--- src/hdl/soc_shell_pkg.sv ---
// shared definitions for the accelerator shell glue logic
//   address and data widths with their types
//   wake-up counter width
//   DRAM and control window map
//   control register offsets
//   interrupt line bundle

`default_nettype none

package soc_shell_pkg;

  ////////////////////////////////////////
  // widths and basic types
  ////////////////////////////////////////

  localparam int ADDR_W = 64;
  localparam int DATA_W = 64;

  typedef logic [ADDR_W-1:0] addr_t;
  typedef logic [DATA_W-1:0] data_t;

  // top bit of this counter ends the wake-up delay
  localparam int WAKEUP_CNT_W = 16;

  ////////////////////////////////////////
  // memory map
  ////////////////////////////////////////

  // 1 GiB of DRAM
  localparam addr_t DRAM_BASE   = 64'h0000_0000_8000_0000;
  localparam addr_t DRAM_LENGTH = 64'h0000_0000_4000_0000;

  // one 4 KiB page of control registers
  localparam addr_t CTRL_BASE   = 64'h0000_0000_D000_0000;
  localparam addr_t CTRL_LENGTH = 64'h0000_0000_0000_1000;

  ////////////////////////////////////////
  // control register offsets
  ////////////////////////////////////////

  // read-write
  localparam addr_t REG_EXIT          = 64'h00;
  // read-only, start of DRAM
  localparam addr_t REG_DRAM_BASE     = 64'h08;
  // read-only, first address past DRAM
  localparam addr_t REG_DRAM_END      = 64'h10;
  // read-write, bit 0 only
  localparam addr_t REG_HW_CNT_EN     = 64'h18;
  // read-write
  localparam addr_t REG_EVENT_TRIGGER = 64'h20;

  ////////////////////////////////////////
  // interrupts
  ////////////////////////////////////////

  // level sensitive lines, all asynchronous to clk_i
  typedef struct packed {
    logic [1:0] irq;
    logic       ipi;
    logic       time_irq;
    logic       debug_req;
  } irq_lines_t;

endpackage

`default_nettype wire

--- src/hdl/sync_stage.sv ---
// two-flop synchronizer
//   payload type is a parameter, so one block serves a reset bit
//   as well as a whole interrupt bundle

`timescale 1ns/100ps
`default_nettype none

module sync_stage #(
  parameter type payload_t = logic
) (
  input  wire      clk_i,
  input  payload_t data_i,
  output payload_t data_o
);

  // first stage may go metastable
  payload_t meta_q;
  payload_t sync_q;

  always_ff @(posedge clk_i) begin
    meta_q <= data_i;
  end

  // second stage settles before use
  always_ff @(posedge clk_i) begin
    sync_q <= meta_q;
  end

  assign data_o = sync_q;

endmodule

`default_nettype wire

--- src/hdl/wakeup_reset_gen.sv ---
// wake-up delay for the shell reset
//   saturating counter started when reset_l is released
//   gated reset taken through a two-flop synchronizer

`timescale 1ns/100ps
`default_nettype none

module wakeup_reset_gen (
  input  wire  clk_i,
  input  wire  reset_l,
  output logic spc_grst_l_o
);

  ////////////////////////////////////////
  // wake-up counter
  ////////////////////////////////////////

  // gives the memories time to initialize
  logic [soc_shell_pkg::WAKEUP_CNT_W-1:0] wake_cnt_q;
  logic                                   wake_done;
  logic                                   grst_l_async;

  assign wake_done = wake_cnt_q[soc_shell_pkg::WAKEUP_CNT_W-1];

  // holds once the top bit is set
  always_ff @(posedge clk_i or negedge reset_l) begin
    if (!reset_l) begin
      wake_cnt_q <= '0;
    end else if (!wake_done) begin
      wake_cnt_q <= wake_cnt_q + 1;
    end
  end

  ////////////////////////////////////////
  // gated reset
  ////////////////////////////////////////

  // board reset also drops the shell reset
  assign grst_l_async = wake_done & reset_l;

  sync_stage #(
    .payload_t(logic)
  ) grst_sync_inst (
    .clk_i (clk_i),
    .data_i(grst_l_async),
    .data_o(spc_grst_l_o)
  );

endmodule

`default_nettype wire

--- src/hdl/addr_router.sv ---
// address router for single word requests
//   window decode for DRAM and control space
//   registered DRAM request with busy flag until the memory answers
//   one-cycle response from the register file or an error

`timescale 1ns/100ps
`default_nettype none

module addr_router (
  input  wire                  clk_i,
  input  wire                  reset_l,
  // requester side
  input  wire                  req_valid_i,
  input  wire                  req_we_i,
  input  soc_shell_pkg::addr_t req_addr_i,
  input  soc_shell_pkg::data_t req_wdata_i,
  output logic                 rsp_valid_o,
  output logic                 rsp_err_o,
  output soc_shell_pkg::data_t rsp_rdata_o,
  // external memory
  output logic                 mem_req_valid_o,
  output logic                 mem_we_o,
  output soc_shell_pkg::addr_t mem_addr_o,
  output soc_shell_pkg::data_t mem_wdata_o,
  input  wire                  mem_rsp_valid_i,
  input  soc_shell_pkg::data_t mem_rdata_i,
  // control registers
  output logic                 reg_req_o,
  output logic                 reg_we_o,
  output soc_shell_pkg::addr_t reg_offset_o,
  output soc_shell_pkg::data_t reg_wdata_o,
  input  soc_shell_pkg::data_t reg_rdata_i,
  input  wire                  reg_err_i
);

  logic                 in_dram;
  logic                 in_ctrl;
  logic                 accept;
  logic                 mem_done;
  logic                 local_done;
  logic                 busy_q;
  logic                 mem_req_valid_q;
  logic                 mem_we_q;
  soc_shell_pkg::addr_t mem_addr_q;
  soc_shell_pkg::data_t mem_wdata_q;
  logic                 rsp_valid_q;
  logic                 rsp_err_q;
  soc_shell_pkg::data_t rsp_rdata_q;

  ////////////////////////////////////////
  // decode
  ////////////////////////////////////////

  // half-open windows, base up to base plus length
  assign in_dram = (req_addr_i >= soc_shell_pkg::DRAM_BASE) &&
                   (req_addr_i < soc_shell_pkg::DRAM_BASE + soc_shell_pkg::DRAM_LENGTH);
  assign in_ctrl = (req_addr_i >= soc_shell_pkg::CTRL_BASE) &&
                   (req_addr_i < soc_shell_pkg::CTRL_BASE + soc_shell_pkg::CTRL_LENGTH);

  // only one request in flight
  assign accept     = req_valid_i & ~busy_q;
  assign local_done = accept & ~in_dram;
  assign mem_done   = busy_q & mem_rsp_valid_i;

  // register file answers in the same cycle
  assign reg_req_o    = accept & in_ctrl;
  assign reg_we_o     = req_we_i;
  assign reg_offset_o = req_addr_i - soc_shell_pkg::CTRL_BASE;
  assign reg_wdata_o  = req_wdata_i;

  ////////////////////////////////////////
  // DRAM request
  ////////////////////////////////////////

  always_ff @(posedge clk_i or negedge reset_l) begin
    if (!reset_l) begin
      mem_req_valid_q <= 1'b0;
      busy_q          <= 1'b0;
    end else begin
      mem_req_valid_q <= accept & in_dram;
      if (accept && in_dram) begin
        busy_q <= 1'b1;
      end else if (mem_done) begin
        busy_q <= 1'b0;
      end
    end
  end

  // held until the next DRAM request, mem_we_q also picks the read data
  always_ff @(posedge clk_i) begin
    if (accept && in_dram) begin
      mem_we_q    <= req_we_i;
      mem_addr_q  <= req_addr_i;
      mem_wdata_q <= req_wdata_i;
    end
  end

  assign mem_req_valid_o = mem_req_valid_q;
  assign mem_we_o        = mem_we_q;
  assign mem_addr_o      = mem_addr_q;
  assign mem_wdata_o     = mem_wdata_q;

  ////////////////////////////////////////
  // response
  ////////////////////////////////////////

  // mem_done and local_done never coincide, busy blocks new requests
  always_ff @(posedge clk_i or negedge reset_l) begin
    if (!reset_l) begin
      rsp_valid_q <= 1'b0;
      rsp_err_q   <= 1'b0;
    end else begin
      rsp_valid_q <= mem_done | local_done;
      rsp_err_q   <= local_done & (in_ctrl ? reg_err_i : 1'b1);
    end
  end

  // writes return zero
  always_ff @(posedge clk_i) begin
    if (mem_done) begin
      rsp_rdata_q <= mem_we_q ? '0 : mem_rdata_i;
    end else if (local_done) begin
      rsp_rdata_q <= (in_ctrl && !req_we_i) ? reg_rdata_i : '0;
    end
  end

  assign rsp_valid_o = rsp_valid_q;
  assign rsp_err_o   = rsp_err_q;
  assign rsp_rdata_o = rsp_rdata_q;

endmodule

`default_nettype wire

--- src/hdl/ctrl_regs.sv ---
// control and status registers
//   exit, counter enable and event trigger, read-write
//   DRAM base and end, read-only constants
//   same-cycle read data and error flag

`timescale 1ns/100ps
`default_nettype none

module ctrl_regs (
  input  wire                  clk_i,
  input  wire                  reset_l,
  input  wire                  reg_req_i,
  input  wire                  reg_we_i,
  input  soc_shell_pkg::addr_t reg_offset_i,
  input  soc_shell_pkg::data_t reg_wdata_i,
  output soc_shell_pkg::data_t reg_rdata_o,
  output logic                 reg_err_o,
  output soc_shell_pkg::data_t exit_o,
  output logic                 hw_cnt_en_o,
  output soc_shell_pkg::data_t event_trigger_o
);

  soc_shell_pkg::data_t exit_q;
  logic                 hw_cnt_en_q;
  soc_shell_pkg::data_t event_trigger_q;
  soc_shell_pkg::data_t rd_data;
  logic                 readable;
  logic                 writable;

  ////////////////////////////////////////
  // offset decode
  ////////////////////////////////////////

  always_comb begin
    rd_data  = '0;
    readable = 1'b1;
    writable = 1'b0;
    case (reg_offset_i)
      soc_shell_pkg::REG_EXIT: begin
        rd_data  = exit_q;
        writable = 1'b1;
      end
      soc_shell_pkg::REG_DRAM_BASE: begin
        rd_data = soc_shell_pkg::DRAM_BASE;
      end
      soc_shell_pkg::REG_DRAM_END: begin
        rd_data = soc_shell_pkg::DRAM_BASE + soc_shell_pkg::DRAM_LENGTH;
      end
      soc_shell_pkg::REG_HW_CNT_EN: begin
        rd_data  = soc_shell_pkg::data_t'(hw_cnt_en_q);
        writable = 1'b1;
      end
      soc_shell_pkg::REG_EVENT_TRIGGER: begin
        rd_data  = event_trigger_q;
        writable = 1'b1;
      end
      default: begin
        readable = 1'b0;
      end
    endcase
  end

  // read data only on reads
  assign reg_rdata_o = (reg_req_i && !reg_we_i) ? rd_data : '0;
  assign reg_err_o   = reg_req_i & (reg_we_i ? ~writable : ~readable);

  ////////////////////////////////////////
  // writable registers
  ////////////////////////////////////////

  // refused writes leave everything as it was
  always_ff @(posedge clk_i or negedge reset_l) begin
    if (!reset_l) begin
      exit_q          <= '0;
      hw_cnt_en_q     <= 1'b0;
      event_trigger_q <= '0;
    end else if (reg_req_i && reg_we_i && writable) begin
      case (reg_offset_i)
        soc_shell_pkg::REG_EXIT:          exit_q          <= reg_wdata_i;
        soc_shell_pkg::REG_HW_CNT_EN:     hw_cnt_en_q     <= reg_wdata_i[0];
        soc_shell_pkg::REG_EVENT_TRIGGER: event_trigger_q <= reg_wdata_i;
        default: begin
        end
      endcase
    end
  end

  assign exit_o          = exit_q;
  assign hw_cnt_en_o     = hw_cnt_en_q;
  assign event_trigger_o = event_trigger_q;

endmodule

`default_nettype wire

--- src/hdl/soc_shell_top.sv ---
// top level of the shell glue logic
//   wake-up reset, interrupt synchronizers
//   address router and control registers

`timescale 1ns/100ps
`default_nettype none

module soc_shell_top (
  input  wire                        clk_i,
  input  wire                        reset_l,
  output logic                       spc_grst_l_o,
  // asynchronous interrupts
  input  wire  [1:0]                 irq_i,
  input  wire                        ipi_i,
  input  wire                        time_irq_i,
  input  wire                        debug_req_i,
  output soc_shell_pkg::irq_lines_t  irq_lines_o,
  // requester side
  input  wire                        req_valid_i,
  input  wire                        req_we_i,
  input  soc_shell_pkg::addr_t       req_addr_i,
  input  soc_shell_pkg::data_t       req_wdata_i,
  output logic                       rsp_valid_o,
  output logic                       rsp_err_o,
  output soc_shell_pkg::data_t       rsp_rdata_o,
  // external memory
  output logic                       mem_req_valid_o,
  output logic                       mem_we_o,
  output soc_shell_pkg::addr_t       mem_addr_o,
  output soc_shell_pkg::data_t       mem_wdata_o,
  input  wire                        mem_rsp_valid_i,
  input  soc_shell_pkg::data_t       mem_rdata_i,
  // control outputs
  output soc_shell_pkg::data_t       exit_o,
  output logic                       hw_cnt_en_o,
  output soc_shell_pkg::data_t       event_trigger_o
);

  logic                       spc_grst_l;
  soc_shell_pkg::irq_lines_t  irq_lines_async;
  logic                       reg_req;
  logic                       reg_we;
  soc_shell_pkg::addr_t       reg_offset;
  soc_shell_pkg::data_t       reg_wdata;
  soc_shell_pkg::data_t       reg_rdata;
  logic                       reg_err;

  ////////////////////////////////////////
  // reset and interrupts
  ////////////////////////////////////////

  wakeup_reset_gen wakeup_reset_gen_inst (
    .clk_i       (clk_i),
    .reset_l     (reset_l),
    .spc_grst_l_o(spc_grst_l)
  );

  assign spc_grst_l_o = spc_grst_l;

  // interrupts bypass the gated reset
  assign irq_lines_async.irq       = irq_i;
  assign irq_lines_async.ipi       = ipi_i;
  assign irq_lines_async.time_irq  = time_irq_i;
  assign irq_lines_async.debug_req = debug_req_i;

  sync_stage #(
    .payload_t(soc_shell_pkg::irq_lines_t)
  ) irq_sync_inst (
    .clk_i (clk_i),
    .data_i(irq_lines_async),
    .data_o(irq_lines_o)
  );

  ////////////////////////////////////////
  // request path
  ////////////////////////////////////////

  addr_router addr_router_inst (
    .clk_i          (clk_i),
    .reset_l        (spc_grst_l),
    .req_valid_i    (req_valid_i),
    .req_we_i       (req_we_i),
    .req_addr_i     (req_addr_i),
    .req_wdata_i    (req_wdata_i),
    .rsp_valid_o    (rsp_valid_o),
    .rsp_err_o      (rsp_err_o),
    .rsp_rdata_o    (rsp_rdata_o),
    .mem_req_valid_o(mem_req_valid_o),
    .mem_we_o       (mem_we_o),
    .mem_addr_o     (mem_addr_o),
    .mem_wdata_o    (mem_wdata_o),
    .mem_rsp_valid_i(mem_rsp_valid_i),
    .mem_rdata_i    (mem_rdata_i),
    .reg_req_o      (reg_req),
    .reg_we_o       (reg_we),
    .reg_offset_o   (reg_offset),
    .reg_wdata_o    (reg_wdata),
    .reg_rdata_i    (reg_rdata),
    .reg_err_i      (reg_err)
  );

  ctrl_regs ctrl_regs_inst (
    .clk_i          (clk_i),
    .reset_l        (spc_grst_l),
    .reg_req_i      (reg_req),
    .reg_we_i       (reg_we),
    .reg_offset_i   (reg_offset),
    .reg_wdata_i    (reg_wdata),
    .reg_rdata_o    (reg_rdata),
    .reg_err_o      (reg_err),
    .exit_o         (exit_o),
    .hw_cnt_en_o    (hw_cnt_en_o),
    .event_trigger_o(event_trigger_o)
  );

endmodule

`default_nettype wire

--- config.mk ---
export PLATFORM = sky130hd
export DESIGN_NAME = soc_shell_top
export DESIGN_NICKNAME = d
export VERILOG_FILES = /design/src/hdl/soc_shell_pkg.sv /design/src/hdl/sync_stage.sv /design/src/hdl/wakeup_reset_gen.sv /design/src/hdl/addr_router.sv /design/src/hdl/ctrl_regs.sv /design/src/hdl/soc_shell_top.sv
export SDC_FILE = /design/constraint.sdc
export NUM_CORES = 1
export LEC_CHECK = 0
export ABC_AREA = 1
export ABC_CLOCK_PERIOD_IN_PS = 8330
export BUFFER_PORTS_ARGS = -buffer_cell sky130_fd_sc_hd__buf_2
export CORE_AREA = 2 2 210 212
export DETAILED_ROUTE_END_ITERATION = 7
export DIE_AREA = 0 0 212 214
export PLACE_DENSITY = 0.65
export SLEW_MARGIN = 20
export SYNTH_ARGS = -nofsm -noshare
export SYNTH_HDL_FRONTEND = slang
export SYNTH_SLANG_ARGS = --single-unit
export TNS_END_PERCENT = 100
--- constraint.sdc ---
create_clock -name clk_i -period 8.33 [get_ports clk_i]
set_input_delay 0.4165 -clock clk_i [delete_from_list [all_inputs] [get_ports clk_i]]
set_output_delay 0.4165 -clock clk_i [all_outputs]
set_load 0.005 [all_outputs]
## Word-level counts from Yosys, hierarchy flattened

Cells that the tools add are included.

| word-level totals | value |
|---|---|
| bits in registers | 354 |
| bits of input ports | 202 |
| word-level logic and storage cells | 75 |

| cells by class | value |
|---|---|
| add/subtract/negate cells | 2 |
| order comparisons | 4 |
| eq/ne operators | 4 |
| muxes and demuxes | 13 |
| bitwise operators | 13 |
| reductions and logical operators | 16 |

Operators with widths:

| kind | count |
|---|---|
| two-way mux 64 bit | 5 |
| one-hot mux 64 bit (5 select lines) | 1 |
| equality test 64 x 5 -> 1 bit, second input constant | 2 |
| greater-or-equal comparator 64 x 32 -> 1 bit, second input constant | 2 |
| < comparator 64 x 32 -> 1 bit, second input constant | 2 |
| equality test 64 x 4 -> 1 bit, second input constant | 1 |
| equality test 64 x 6 -> 1 bit, second input constant | 1 |
| logical NOT 64 bit | 1 |
| subtractor 64 x 32 -> 64 bit, second input constant | 1 |
| adder 16 x 1 -> 16 bit, second input constant | 1 |
| two-way mux 16 bit | 1 |
| bitwise AND 1 bit | 8 |
| logical AND 1 bit | 7 |
| two-way mux 1 bit | 6 |
| AND reduction 2 bit | 3 |
| OR reduction 5 bit | 1 |
| NOT 1 bit | 4 |
| nonzero test 2 bit | 2 |
| OR reduction 3 bit | 1 |
| logical NOT 1 bit | 1 |
| bitwise OR 1 bit | 1 |

## Longest topological paths before layout

| depth | value |
|---|---|
| word-level depth | 9 |
| mapped depth | 18 |
| mapped depth without buffers | 16 |

## Modules after synthesis

Synthesis repeated with hierarchy kept, for this count alone.

| second synthesis, totals | value |
|---|---|
| cell total of the unflattened synthesis | 1996 |
| area total of the unflattened synthesis | 17448.0 µm² |

By module, submodules not included:

| module | instances | cells an instance | area each (µm²) | sequential area each (µm²) |
|---|---|---|---|---|
| addr_router | 1 | 897 | 9399.0 | 5895.7 |
| ctrl_regs | 1 | 985 | 6965.4 | 3228.1 |
| wakeup_reset_gen | 1 | 102 | 843.3 | 400.4 |
| sync_stage at irq_sync_inst | 1 | 10 | 200.2 | 200.2 |
| sync_stage at wakeup_reset_gen_inst.grst_sync_inst | 1 | 2 | 40.0 | 40.0 |

## Least setup slack after synthesis

No wires, ideal clock.

| timing | value |
|---|---|
| kind | in2reg |
| from | in req_addr_i[38] |
| to | reg addr_router_inst.mem_req_valid_q, in the netlist addr_router_inst.mem_req_valid_o |
| arrival | 6.632 ns |
| required time | 7.638 ns |
| setup slack | 1.006 ns |
| stages on the path | 7 |
| cells stage by stage | nor2_1 > nand2_2 > nor3_1 > nand2_1 > nor2_1 > nand3b_1 > nor2_1 |

| on the way | value |
|---|---|
| longest elaborated chain between the ends | 3 |

Ends and longest elaborated chain:

| item | line | text |
|---|---|---|
| start: declaration | soc_shell_top.sv:21 | `input soc_shell_pkg::addr_t req_addr_i,` |
| greater-or-equal comparator 64 x 32 -> 1 bit or < comparator 64 x 32 -> 1 bit (tied branches) | addr_router.sv:55, addr_router.sv:56 |  |
| logical AND 1 bit (*) | addr_router.sv:55 | `assign in_dram = (req_addr_i >= soc_shell_pkg::DRAM_BASE) &&` |
| bitwise AND 1 bit (*) | addr_router.sv:80 | `mem_req_valid_q <= accept & in_dram;` |
| end signal: assignment | addr_router.sv:80 |  |
| end: declaration | addr_router.sv:42 | `logic mem_req_valid_q;` |

Mark *: on every way between the ends. The rest lies on a longest branch, timed or not.
A chain may end at the register's enable or synchronous reset.

## Final worst setup path

| timing | value |
|---|---|
| from | in req_addr_i[52] |
| to | reg ctrl_regs_inst.event_trigger_q[16], in the netlist ctrl_regs_inst.event_trigger_o[16] |

| on the way | value |
|---|---|
| longest elaborated chain between the ends | 6 |

Ends and longest elaborated chain:

| item | line | text |
|---|---|---|
| subtractor 64 x 32 -> 64 bit, or another cell as far along | addr_router.sv:68 | `assign reg_offset_o = req_addr_i - soc_shell_pkg::CTRL_BASE;` |
| equality test 64 x 5 -> 1 bit, or another cell as far along | ctrl_regs.sv:38 | `case (reg_offset_i)` |
| OR reduction 3 bit (no source line) or bitwise AND 1 bit (tied branches) | -- |  |
| two-way mux 1 bit or logical AND 1 bit (tied branches) | ctrl_regs.sv:38, ctrl_regs.sv:77 |  |
| logical AND 1 bit | ctrl_regs.sv:77 | `end else if (reg_req_i && reg_we_i && writable) begin` |
| AND reduction 2 bit (no source line) (*) | -- |  |
| end signal: assignment | ctrl_regs.sv:81 | `soc_shell_pkg::REG_EVENT_TRIGGER: event_trigger_q <= reg_wdata_i;` |
| end: declaration | ctrl_regs.sv:25 | `soc_shell_pkg::data_t event_trigger_q;` |

Marks and branches as above.

==> results.sh <==
export IMPL_status="finished, final reports clean"
export IMPL_diode_count=0
export IMPL_place_port_buffers=532
export IMPL_finalHoldViolations=0
export IMPL_tightestPinTransition_ps=1080
export IMPL_worstHoldPathType="in2reg"
export IMPL_estimated_wirelength_of_the_detail_placed_design_mm=36.4
export IMPL_rsz0062_at_grt="false"
export IMPL_worst_setup_path_type="in2reg"
export IMPL_wl_mm=50.5
export IMPL_timing_startpoint_of_the_critical_path="req_addr_i[52]"
export IMPL_ant_nets=0
export IMPL_detailedRoute_firstIterationViolations=1086
export IMPL_detail_route_wl_per_cell_um=19.1
export IMPL_clkLatencyLatePin_ps=560
export IMPL_ys_ff_latch=354
export IMPL_period_share=0.411
export IMPL_power_static_leakage_nw=9.53
export IMPL_most_frequent_standard_cell_in_the_layout_excluding_fill_and_tap_cells="buf_2"
export IMPL_power_switching_uw=820
export IMPL_netlist_instances=1517
export IMPL_final_hold_worst_slack_ps=48.6
export IMPL_worst_r2r_setup_slack_ps=5350
export IMPL_grtUsageTotal=0.220
export IMPL_post_synth_cell_area_avg_um2=10.0
export IMPL_rr_startpoint="addr_router_inst.busy_q"
export IMPL_yosys_warnings=0
export IMPL_grt_overflow_total=0
export IMPL_period_minus_slack_ps=3420
export IMPL_worstPathArrival_ps=3820
export IMPL_power_density_cell_area_nw_per_um2=192
export IMPL_setup_tns_final_ps=0
export IMPL_worst_ep_required_time_ps=8730
export IMPL_power_ir_vdd_worst_uv=134
export IMPL_clock_tree_from_tritoncts="yes"
export IMPL_start_util=0.354
export IMPL_grt_first_pass_wirelength_mm=77.2
export IMPL_total_number_of_cells_along_the_worst_setup_path=12
export IMPL_cts_buffer_depth=3
export IMPL_kind_of_cell_with_the_highest_combined_delay_on_the_critical_path="simple AND/OR/NAND/NOR gates"
export IMPL_syn_cell_area_um2=15200
export IMPL_row_count=76
export IMPL_nets=2234
export IMPL_worstSetupEndpoint="ctrl_regs_inst.event_trigger_o[16]"
export IMPL_pwr_share_comb=0.039
export IMPL_power_share_switching=0.217
export IMPL_final_layout_size_suffix_gt1_frac=0.311
export IMPL_cts_sinks=354
export IMPL_timing_critical_path_cells="buf_2 > nor2_1 > nand2_1 > nor2_1 > nand4_1 > nor2_1 > nand3_1 > nor3_1 > nand3_4 > buf_4 > nand2_1 > o21ai_1"
export IMPL_grt_antenna_before_repair=1
export IMPL_synth_nets=1720
export IMPL_drv_slew=0
export IMPL_drv_cap=0
export IMPL_cts_repair_timing_setup_buffer_count=0
export IMPL_place_congestion=0.940
export IMPL_worst_setup_hold_path_clk_slew_ps=60
export IMPL_grt_pass1_vias=12800
export IMPL_floorplan_die_height_um=214
export IMPL_fmaxAchievable_mhz=292
export IMPL_die_area_um2=45400
export IMPL_async_reset_ff_frac=0.421
export IMPL_skew_ps=14.3
export IMPL_intPower_mw=2.95
export IMPL_end_kind="flip-flop"
export IMPL_viasPerCell=4.95
export IMPL_layout_cells_most_common_list="buf_2 (532), nand2_1 (480), edfxtp_1 (193)"
export IMPL_critPathMaxStageDelay_ps=630
export IMPL_first_pass_iters=5
export IMPL_power_mw=3.77
export IMPL_synth_edff_count=193
export IMPL_pin_count_of_the_biggest_net_entering_global_routing=96
export IMPL_drc_viols=0
export IMPL_cts_max_level=2
export IMPL_timing_critical_path_from_type="input port"
export IMPL_path_buf_inv=2
export IMPL_synth_top_flop_cell="edfxtp_1"
export IMPL_synth_cell_types=38
export IMPL_numCtsBuffers=40
export IMPL_total_number_of_vias=13100
export IMPL_cp_common_cell="nor2_1"
export IMPL_crit_reg2reg_capture="ctrl_regs_inst.event_trigger_o[16]"
export IMPL_area_growth_pct=29.4
export IMPL_seqPwrFrac=0.495
export IMPL_crit_fanout=72
export IMPL_cp_slowest_cell="nand3_4"
export IMPL_worst_slew_margin_rel=0.280
export IMPL_fp_coreArea_um2=42900
export IMPL_die_boundary_width_um=212
export IMPL_top_level_ports=533
export IMPL_report_final_setup_viol=0
export IMPL_count_of_cells_along_the_worst_register_to_register_path=7
export IMPL_power_share_clock=0.466
export IMPL_ys_seq_area_frac=0.643
export IMPL_cts_root_buf="clkbuf_16"
registers in the layout, indices dropped and copies added, names as in the netlist:
register,flops
wakeup_reset_gen_inst.grst_sync_inst.data_o,1
ctrl_regs_inst.hw_cnt_en_o,1
addr_router_inst.mem_wdata_o,64
wakeup_reset_gen_inst.wake_cnt_q,16
addr_router_inst.mem_addr_o,64
addr_router_inst.rsp_valid_o,1
ctrl_regs_inst.event_trigger_o,64
addr_router_inst.rsp_rdata_o,64
irq_sync_inst.meta_q,5
wakeup_reset_gen_inst.grst_sync_inst.meta_q,1
addr_router_inst.busy_q,1
addr_router_inst.rsp_err_o,1
ctrl_regs_inst.exit_o,64
irq_sync_inst.data_o,5
addr_router_inst.mem_req_valid_o,1
addr_router_inst.mem_we_o,1
synth_stat cells (all sizes together) (5+ instances only):
master / instances / share of area
nor3: 13 / 0.0053
nor2: 97 / 0.029
edfxtp: 193 / 0.38
nor4: 5 / 0.0021
inv: 116 / 0.029
nand3: 46 / 0.016
dfxtp: 12 / 0.016
clkbuf: 31 / 0.0077
o21ai: 135 / 0.044
buf: 49 / 0.023
nand2: 487 / 0.12
xor2: 8 / 0.0046
nand4: 145 / 0.060
nand3b: 7 / 0.0035
and2: 5 / 0.0021
dfrtp: 149 / 0.25
xnor2: 6 / 0.0035
area by class of cell:
type | count | area [µm²]
fill | 4115 | 23200
timing repair buffer | 552 | 2830
multi-input combinational | 967 | 4590
clock buffer | 51 | 1090
inverter | 116 | 435
sequential | 354 | 9770
clock inverter | 23 | 216
tap | 585 | 732
worst register-to-register path, cell delays in order, from the launching register on:
cell and delay [ps]:
dfrtp_1 380, inv_1 90, nand2_1 180, nor3_1 630
nand3_4 630, buf_4 620, nand2_1 230, o21ai_1 80
power groups by stage:
stage	clock, mW	sequential, mW	combinational, mW
detailed placement	0	1.90	0.144
finish	1.76	1.87	0.147
global route	1.86	1.87	0.162
CTS	1.80	1.87	0.147
floorplan	0	1.90	0.0418
global placement	0	1.90	0.143
per-stage QoR:
| stage | cells | util | worst slack (ps) | instance area [µm²] |
|---|---|---|---|---|
| floorplan | 1517 | - | 1010 | 15200 |
| global placement | 2568 | 0.427 | 4320 | 18300 |
| detailed placement | 2568 | 0.427 | 4340 | 18300 |
| CTS | 2648 | 0.459 | 4920 | 19700 |
| global route | 2648 | 0.459 | 4550 | 19700 |
| finish | 2648 | 0.459 | 4910 | 19700 |
cell families (layout without fill, tap and decap cells):
family / count (synthesis) / after routing / share of synthesized area
DFF: 354 / 354 / 0.643
and+or+nand+nor: 808 / 808 / 0.240
AOI/OAI and AO/OA: 144 / 144 / 0.0487
adders and majority gates: 1 / 1 / 0.000823
buffers and inverters: 196 / 742 / 0.0595
xor gates and xnor gates: 14 / 14 / 0.00807
how the worst min path moves through the flow:
stage / start / depth (start not counted) / slack, ps / endpoint
2_1_floorplan: reset_l / 0 / 120 / wakeup_reset_gen_inst.wake_cnt_q[0]
3_3_place_gp: wakeup_reset_gen_inst.grst_sync_inst.meta_q / 0 / 310 / wakeup_reset_gen_inst.grst_sync_inst.data_o
3_5_place_dp: irq_sync_inst.meta_q[3] / 0 / 310 / irq_sync_inst.data_o[3]
4_1_cts: req_wdata_i[6] / 1 / 10 / addr_router_inst.mem_wdata_o[6]
5_1_grt: req_addr_i[15] / 1 / 20 / addr_router_inst.mem_addr_o[15]
6_report: req_addr_i[11] / 1 / 50 / addr_router_inst.mem_addr_o[11]
timing repair:
item	in CTS	in global routing
setup endpoints to repair	0	0
gates resized for setup	0	0
endpoints found under the hold margin	21	0
hold buffers	6	0
layer usage:
layer  global-route usage  up-vias  part of all wire
met5                    0        -           0.00028
li1                     -     6196                 -
met4               0.0613        2             0.025
met3               0.0457       72             0.074
met2                0.372      539              0.49
met1                0.286     6298              0.41
(Power assumes the default switching activity.)
